[config.mk]
export PLATFORM = sky130hd
export DESIGN_NAME = hyper_wpack_top
export DESIGN_NICKNAME = d
export VERILOG_FILES = /design/src/hyper_wpack_pkg.sv /design/src/hyper_wpack_ctrl_pkg.sv /design/src/hyper_lane_if.sv /design/src/hyper_txn_cfg.sv /design/src/hyper_lane_tracker.sv /design/src/hyper_word_packer.sv /design/src/hyper_wpack_ctrl.sv /design/src/hyper_wpack_top.sv
export SDC_FILE = /design/constraint.sdc
export NUM_CORES = 1
export LEC_CHECK = 0
export BUFFER_PORTS_ARGS = -buffer_cell sky130_fd_sc_hd__buf_4
export CAP_MARGIN = 20
export CORE_MARGIN = 3
export CORE_UTILIZATION = 45
export CTS_CLUSTER_DIAMETER = 100
export DETAILED_ROUTE_END_ITERATION = 8
export PLACE_DENSITY = 0.77
export SLEW_MARGIN = 20
export SYNTH_ARGS = -nofsm -noshare
export SYNTH_HDL_FRONTEND = slang
export SYNTH_SLANG_ARGS = --single-unit
[constraint.sdc]
create_clock -name clk_i -period 7.8 [get_ports clk_i]
set_input_delay 0.39 -clock clk_i [delete_from_list [all_inputs] [get_ports clk_i]]
set_output_delay 0.39 -clock clk_i [all_outputs]
set_load 0.02 [all_outputs]
[src/hyper_wpack_pkg.sv]
/*
 * hyperbus write packing, bus-side types
 * beat, strobe and word formats seen at the path's ports
 */
`default_nettype none

package hyper_wpack_pkg;

  localparam int DataWidth = 32;
  localparam int StrbWidth = 4;
  localparam int LaneWidth = DataWidth / StrbWidth;  // bits per byte lane

  typedef logic [DataWidth-1:0] data_t;
  typedef logic [StrbWidth-1:0] strb_t;

  // byte lane within a word
  typedef logic [1:0] lane_idx_t;

  // width of the incoming beats
  typedef enum logic [1:0] {
    BwByte = 2'd0,
    BwHalf = 2'd1,
    BwWord = 2'd2
  } beat_width_e;

  // packed word as handed to the phy
  typedef struct packed {
    data_t data;
    strb_t strb;
    logic  last;
  } word_t;

endpackage

`default_nettype wire

[src/hyper_wpack_ctrl_pkg.sv]
/*
 * hyperbus write packing, control-side definitions
 * fsm states and lane counts
 */
`default_nettype none

package hyper_wpack_ctrl_pkg;

  localparam int LanesPerWord = 4;
  localparam int HalfLanes    = 2;  // step of a 16-bit beat

  // lane count and lane sum, wide enough for index + 4
  typedef logic [2:0] lane_cnt_t;

  typedef enum logic [1:0] {
    Idle      = 2'd0,
    Sample    = 2'd1,
    WaitReady = 2'd2
  } wpack_state_e;

endpackage

`default_nettype wire

[src/hyper_lane_if.sv]
/*
 * lane position and progress shared by tracker, packer and fsm
 */
`default_nettype none

interface hyper_lane_if;

  hyper_wpack_pkg::lane_idx_t byte_idx;
  logic first_word;  // until first word of the burst is out
  logic word_done;   // current beat closes a word
  logic beat_fire;
  logic word_fire;
  logic txn_load;

  modport tracker (
    output byte_idx, first_word, word_done,
    input  beat_fire, word_fire, txn_load
  );

  modport packer (
    input byte_idx, word_done, beat_fire, word_fire
  );

  modport ctrl (
    input  word_done, first_word,
    output beat_fire, word_fire, txn_load
  );

endinterface

`default_nettype wire

[src/hyper_txn_cfg.sv]
/*
 * transaction config, holds beat width and start offset for a burst
 */
`default_nettype none

module hyper_txn_cfg (
  input  logic                        clk_i,
  input  logic                        rst_ni,
  input  logic                        txn_load_i,
  input  hyper_wpack_pkg::beat_width_e width_i,
  input  hyper_wpack_pkg::lane_idx_t   offset_i,
  output hyper_wpack_pkg::beat_width_e width_o,
  output hyper_wpack_pkg::lane_idx_t   offset_o
);

  hyper_wpack_pkg::beat_width_e width_q;
  hyper_wpack_pkg::lane_idx_t   offset_q;

  always_ff @(posedge clk_i or negedge rst_ni) begin
    if (!rst_ni) begin
      width_q  <= hyper_wpack_pkg::BwByte;
      offset_q <= '0;
    end else if (txn_load_i) begin
      width_q  <= width_i;
      offset_q <= offset_i;
    end
  end

  // pass through on the load cycle so the tracker takes the new offset
  assign width_o  = txn_load_i ? width_i : width_q;
  assign offset_o = txn_load_i ? offset_i : offset_q;

  half_offset_a: assert property (@(posedge clk_i) disable iff (!rst_ni)
    txn_load_i && (width_i == hyper_wpack_pkg::BwHalf) |-> !offset_i[0])
    else $error("halfword transaction loaded with odd offset %0d", offset_i);

  word_offset_a: assert property (@(posedge clk_i) disable iff (!rst_ni)
    txn_load_i && (width_i == hyper_wpack_pkg::BwWord) |-> offset_i == '0)
    else $error("word transaction loaded with offset %0d", offset_i);

endmodule

`default_nettype wire

[src/hyper_lane_tracker.sv]
/*
 * byte lane tracker, follows the lane of each accepted beat
 * and flags the beat that closes a word
 */
`default_nettype none

module hyper_lane_tracker (
  input  logic                         clk_i,
  input  logic                         rst_ni,
  input  hyper_wpack_pkg::beat_width_e width_i,
  input  hyper_wpack_pkg::lane_idx_t   offset_i,
  input  logic                         last_i,
  hyper_lane_if.tracker                lane
);

  hyper_wpack_ctrl_pkg::lane_cnt_t lane_cnt;
  hyper_wpack_ctrl_pkg::lane_cnt_t lane_sum;
  hyper_wpack_pkg::lane_idx_t      byte_idx_q;
  logic                            first_word_q;

  // lanes covered by one beat
  always_comb begin
    unique case (width_i)
      hyper_wpack_pkg::BwHalf: begin
        lane_cnt = hyper_wpack_ctrl_pkg::lane_cnt_t'(hyper_wpack_ctrl_pkg::HalfLanes);
      end
      hyper_wpack_pkg::BwWord: begin
        lane_cnt = hyper_wpack_ctrl_pkg::lane_cnt_t'(hyper_wpack_ctrl_pkg::LanesPerWord);
      end
      default: lane_cnt = 3'd1;
    endcase
  end

  assign lane_sum = {1'b0, byte_idx_q} + lane_cnt;

  // top lane reaches lane 3 when the sum passes the word boundary
  assign lane.word_done  = (lane_sum >= hyper_wpack_ctrl_pkg::lane_cnt_t'(
                              hyper_wpack_ctrl_pkg::LanesPerWord)) | last_i;
  assign lane.byte_idx   = byte_idx_q;
  assign lane.first_word = first_word_q;

  always_ff @(posedge clk_i or negedge rst_ni) begin
    if (!rst_ni) begin
      byte_idx_q   <= '0;
      first_word_q <= 1'b0;
    end else if (lane.txn_load) begin
      byte_idx_q   <= offset_i;
      first_word_q <= 1'b1;
    end else begin
      if (lane.beat_fire) begin
        byte_idx_q <= lane_sum[1:0];  // wraps mod 4
      end
      if (lane.word_fire) begin
        first_word_q <= 1'b0;
      end
    end
  end

endmodule

`default_nettype wire

[src/hyper_word_packer.sv]
/*
 * word packer, merges the lanes of accepted beats into one word
 * with byte strobes and last flag
 */
`default_nettype none

module hyper_word_packer (
  input  logic                         clk_i,
  input  logic                         rst_ni,
  input  hyper_wpack_pkg::beat_width_e width_i,
  input  hyper_wpack_pkg::data_t       in_data_i,
  input  hyper_wpack_pkg::strb_t       in_strb_i,
  input  logic                         in_last_i,
  hyper_lane_if.packer                 lane,
  output hyper_wpack_pkg::word_t       out_word_o
);

  hyper_wpack_pkg::strb_t lane_mask;
  hyper_wpack_pkg::word_t word_d;
  hyper_wpack_pkg::word_t word_q;
  logic                   pend_q;  // a finished word waits for the phy

  // lanes written by the current beat
  always_comb begin
    unique case (width_i)
      hyper_wpack_pkg::BwHalf: lane_mask = 4'b0011 << lane.byte_idx;
      hyper_wpack_pkg::BwWord: lane_mask = 4'b1111;
      default:                 lane_mask = 4'b0001 << lane.byte_idx;
    endcase
  end

  always_comb begin
    word_d = word_q;
    if (lane.word_fire) begin
      word_d.strb = '0;  // data lanes keep old contents
      word_d.last = 1'b0;
    end else if (lane.beat_fire) begin
      for (int i = 0; i < hyper_wpack_pkg::StrbWidth; i++) begin
        if (lane_mask[i]) begin
          word_d.data[i*hyper_wpack_pkg::LaneWidth +: hyper_wpack_pkg::LaneWidth] =
            in_data_i[i*hyper_wpack_pkg::LaneWidth +: hyper_wpack_pkg::LaneWidth];
          word_d.strb[i] = in_strb_i[i];
        end
      end
      word_d.last = in_last_i;
    end
  end

  always_ff @(posedge clk_i or negedge rst_ni) begin
    if (!rst_ni) begin
      word_q <= '0;
      pend_q <= 1'b0;
    end else begin
      word_q <= word_d;
      if (lane.word_fire) begin
        pend_q <= 1'b0;
      end else if (lane.beat_fire && lane.word_done) begin
        pend_q <= 1'b1;
      end
    end
  end

  assign out_word_o = word_q;

  // no beat may land while the fsm holds a word
  hold_stable_a: assert property (@(posedge clk_i) disable iff (!rst_ni)
    pend_q && !lane.word_fire |=> $stable(word_q))
    else $error("word buffer changed while waiting for out_ready");

endmodule

`default_nettype wire

[src/hyper_wpack_ctrl.sv]
/*
 * write packing fsm, sequences start, beat sampling and word hand-off
 */
`default_nettype none

module hyper_wpack_ctrl (
  input  logic                         clk_i,
  input  logic                         rst_ni,
  input  hyper_wpack_pkg::beat_width_e width_i,
  input  logic                         txn_start_i,
  input  logic                         in_valid_i,
  output logic                         in_ready_o,
  input  logic                         out_ready_i,
  output logic                         out_valid_o,
  input  logic                         held_last_i,  // last flag of the held word
  hyper_lane_if.ctrl                   lane
);

  hyper_wpack_ctrl_pkg::wpack_state_e state_d, state_q;

  assign in_ready_o  = (state_q == hyper_wpack_ctrl_pkg::Sample);
  assign out_valid_o = (state_q == hyper_wpack_ctrl_pkg::WaitReady);

  assign lane.beat_fire = in_valid_i & in_ready_o;
  assign lane.word_fire = out_valid_o & out_ready_i;
  assign lane.txn_load  = txn_start_i & (state_q == hyper_wpack_ctrl_pkg::Idle);

  always_comb begin
    state_d = state_q;
    unique case (state_q)
      hyper_wpack_ctrl_pkg::Idle: begin
        if (lane.txn_load) begin
          state_d = hyper_wpack_ctrl_pkg::Sample;
        end
      end
      hyper_wpack_ctrl_pkg::Sample: begin
        if (lane.beat_fire && lane.word_done) begin
          state_d = hyper_wpack_ctrl_pkg::WaitReady;
        end
      end
      hyper_wpack_ctrl_pkg::WaitReady: begin
        if (lane.word_fire) begin
          state_d = held_last_i ? hyper_wpack_ctrl_pkg::Idle
                                : hyper_wpack_ctrl_pkg::Sample;
        end
      end
      default: state_d = hyper_wpack_ctrl_pkg::Idle;
    endcase
  end

  always_ff @(posedge clk_i or negedge rst_ni) begin
    if (!rst_ni) begin
      state_q <= hyper_wpack_ctrl_pkg::Idle;
    end else begin
      state_q <= state_d;
    end
  end

  ready_valid_excl_a: assert property (@(posedge clk_i) disable iff (!rst_ni)
    !(in_ready_o && out_valid_o))
    else $error("in_ready_o and out_valid_o high together");

  // full-width beats go straight out, one word each
  word_passthru_a: assert property (@(posedge clk_i) disable iff (!rst_ni)
    lane.beat_fire && (width_i == hyper_wpack_pkg::BwWord) |-> lane.word_done)
    else $error("word beat did not complete a word");

  idle_first_word_a: assert property (@(posedge clk_i) disable iff (!rst_ni)
    (state_q == hyper_wpack_ctrl_pkg::Idle) |-> !lane.first_word)
    else $error("first word still pending in idle");

endmodule

`default_nettype wire

[src/hyper_wpack_top.sv]
/*
 * hyperbus write packing path, narrow write beats to 32-bit phy words
 */
`default_nettype none

module hyper_wpack_top (
  input  logic                         clk_i,
  input  logic                         rst_ni,
  input  logic                         txn_start_i,
  input  hyper_wpack_pkg::beat_width_e txn_width_i,
  input  hyper_wpack_pkg::lane_idx_t   txn_offset_i,
  input  logic                         in_valid_i,
  output logic                         in_ready_o,
  input  hyper_wpack_pkg::data_t       in_data_i,
  input  hyper_wpack_pkg::strb_t       in_strb_i,
  input  logic                         in_last_i,
  output logic                         out_valid_o,
  input  logic                         out_ready_i,
  output hyper_wpack_pkg::data_t       out_data_o,
  output hyper_wpack_pkg::strb_t       out_strb_o,
  output logic                         out_last_o
);

  hyper_wpack_pkg::beat_width_e txn_width;
  hyper_wpack_pkg::lane_idx_t   txn_offset;
  hyper_wpack_pkg::word_t       out_word;

  hyper_lane_if lane_if ();

  hyper_txn_cfg i_txn_cfg (
    .clk_i      (clk_i),
    .rst_ni     (rst_ni),
    .txn_load_i (lane_if.txn_load),
    .width_i    (txn_width_i),
    .offset_i   (txn_offset_i),
    .width_o    (txn_width),
    .offset_o   (txn_offset)
  );

  hyper_lane_tracker i_lane_tracker (
    .clk_i    (clk_i),
    .rst_ni   (rst_ni),
    .width_i  (txn_width),
    .offset_i (txn_offset),
    .last_i   (in_last_i),
    .lane     (lane_if.tracker)
  );

  hyper_word_packer i_word_packer (
    .clk_i      (clk_i),
    .rst_ni     (rst_ni),
    .width_i    (txn_width),
    .in_data_i  (in_data_i),
    .in_strb_i  (in_strb_i),
    .in_last_i  (in_last_i),
    .lane       (lane_if.packer),
    .out_word_o (out_word)
  );

  hyper_wpack_ctrl i_wpack_ctrl (
    .clk_i       (clk_i),
    .rst_ni      (rst_ni),
    .width_i     (txn_width),
    .txn_start_i (txn_start_i),
    .in_valid_i  (in_valid_i),
    .in_ready_o  (in_ready_o),
    .out_ready_i (out_ready_i),
    .out_valid_o (out_valid_o),
    .held_last_i (out_word.last),
    .lane        (lane_if.ctrl)
  );

  assign out_data_o = out_word.data;
  assign out_strb_o = out_word.strb;
  assign out_last_o = out_word.last;

endmodule

`default_nettype wire

==> qor.yml <==
cp-start-kind: "register"
ir_drop_mv: 0.205
period_share_pct: 38.5
area_growth_pct: 41.3
worst-setup-path-type: "reg2reg"
cp.arrival_ns: 3.17
synth_area_um2: 1850
post_cts_buffers: 0
ant_nets: 0
clk_latency_ns: 0.29
die_h_um: 70.1
finalClockSkew_ns: 0.00428
routabilityCongestion: 0.804
vias: 1375
synth-seq-cells: 43
max_freq_ghz: 0.333
clkPwrFrac_pct: 11.9
rsz0062_at_grt: "no"
grt_overflow: 0
cts_sinks: 43
layout_commonest_cell: "buf_4"
hold_viol_final: 0
grt_pass1_wl_mm: 6.92
placedCellCount: 258
fillers: 303
layout-drive-gt1-share_pct: 60.1
ios: 85
crit_path_max_fanout: 6
io_buffers: 84
cap_violations: 0
mostFrequentLayoutCells: "buf_4, dfrtp_1, mux2_2"
antenna_found_initial: 0
worst_pin_slew_ns: 0.749
holdCritPathClass: "in2async"
power.internal_w: 0.000694
required_ns: 7.97
cts_root_buffer: "clkbuf_8"
status: "complete, no violations"
utilization_pct: 68.8
dp_hpwl_mm: 3.33
grt_max_degree: 44
multi_input_area_um2: 737
coreArea_um2: 3800
hold_ws_ns: 0.0731
holdBufCountCts: 0
power_density_nw_per_um2: 437
cts_tree: "done"
synth_ff_type: "dfrtp_1"
slew_violations: 0
power_frac_seq_pct: 35.8
combPwrFrac_pct: 52.3
ys_seq_area_share_pct: 58.1
cts_max_level: 2
cts_resized: 0
wl_per_cell_um: 15.5
p_sw_w: 0.000447
wl_mm: 4.12
grt_pass1_vias: 1434
critPathCaptureType: "register"
syn-num-nets: 178
ff2ff_setup_slack_ns: 4.79
swShare_pct: 39.2
min_period_ns: 3.01
finalNetCount: 267
start_util_pct: 48.7
max_stage_delay_ns: 0.64
cp_slowest_cell: "nor3b_1"
setup_violations: 0
stdcell_count: 266
vias_per_cell: 5.17
seqCellArea_um2: 1080
path_cells: "nor3b_1, mux2i_1, inv_1, ha_1, ha_1, fa_1, xor2_1, o211ai_1, o21ai_0"
cts.path.max_buffers: 2
synthesis.instances: 128
first_pass_iters: 4
numCtsBuffers: 5
rows: 22
slew_headroom_pct: 49.9
drt_iter0_markers: 82
drc_errors: 0
leakagePower_nw: 1.30
grt_usage_pct: 17.6
synth.distinct_cells: 29
avgSynthCellArea_um2: 14.5
totalNegativeSetupSlack_ns: 0
dieArea_um2: 4920
synthArstFlopShare_pct: 100
dieWidth_um: 70.1
yosysWarnings: 0
synth_edf_count: 0
path_clk_slew_ns: 0.08
n_antenna_cell: 0
path_common_cell: "ha_1"
-- final cells by class --
class | count | area share (%)
clock buffers | 5 | 2.63
clock inverters | 3 | 0.766
repair buffers | 84 | 24.1
well taps | 48 | 2.30
flip-flops and latches | 43 | 41.1
multi-input cells | 77 | 28.2
inverters | 6 | 0.861
-- power by group through the flow --
stage | clock (W) | sequential, W | combinational (W)
2_1_floorplan | 0 | 0.000520 | 0.000255
3_3_place_gp | 0 | 0.000406 | 0.000586
3_5_place_dp | 0 | 0.000415 | 0.000604
4_1_cts | 0.000141 | 0.000411 | 0.000605
5_1_grt | 0.000150 | 0.000426 | 0.000645
6_report | 0.000136 | 0.000409 | 0.000597
-- critical path: cells and delay by family (launching register included) --
family                   cells  cell delay (ns)
flip-flops                   1             0.44
adder cells (fa/ha/maj)      3             0.92
AND/OR/NAND/NOR              1             0.64
buffers and inverters        1             0.10
AO/OA/AOI/OAI                2             0.29
XOR/XNOR                     1             0.17
multiplexers                 1             0.32
-- logic make-up after synthesis --
kind of cell,after synthesis,share of synthesized area (%)
AO/OA/AOI/OAI,14,6.22
adder cells (fa/ha/maj),4,3.11
flip-flops,43,58.1
XOR/XNOR,1,0.473
AND/OR/NAND/NOR,17,5.68
buffers and inverters,8,2.03
multiplexers,41,24.3
-- through the flow --
step                      setup WS (ns)  instance area [um2]  power (W)
after floorplan                    5.14                 1850   0.000775
after global placement             4.95                 2530   0.000992
after detailed placement           4.76                 2530    0.00102
after CTS                          4.78                 2620    0.00116
after global routing               4.50                 2620    0.00122
final                              4.79                 2620    0.00114
-- sequential cells by signal, indices dropped and copies added, names as in the netlist --
signal and cells:
i_lane_tracker.lane.byte_idx 2, i_txn_cfg.width_q 2, i_word_packer.out_word_o 37, i_wpack_ctrl.state_q 2
-- Yosys cell counts, drive strengths merged, types with 2 or more instances --
master,instances,area share (%)
inv,6,1.2
nor2b,3,1.4
buf,2,0.81
ha,3,2.0
and3b,2,0.95
mux2i,9,4.9
dfrtp,43,58
mux2,32,19
o21ai,6,2.0
nand2,6,1.4
-- worst paths after layout --
path                                         startpoint                           end  cells past startpoint
setup / recovery                i_wpack_ctrl.state_q[1]       i_wpack_ctrl.state_q[1]                      9
hold / removal                                   rst_ni  i_word_packer.out_word_o[28]                      1
setup reg to reg                i_wpack_ctrl.state_q[1]       i_wpack_ctrl.state_q[1]                      9
hold reg to reg            i_word_packer.out_word_o[26]  i_word_packer.out_word_o[26]                      1
max in group asynchronous                        rst_ni  i_word_packer.out_word_o[31]                      1
min in group clk_i                          out_ready_i       i_wpack_ctrl.state_q[1]                      2
-- metal layers --
layer / vias to the layer above / global-route usage, % / share of wire (%)
met5: - / 0 / 0
met4: 0 / 6.38 / 1.9
met3: 11 / 6.91 / 8.0
met2: 63 / 27.7 / 50
met1: 680 / 21.8 / 40
li1: 621 / - / -
(Power assumes the default switching activity.)
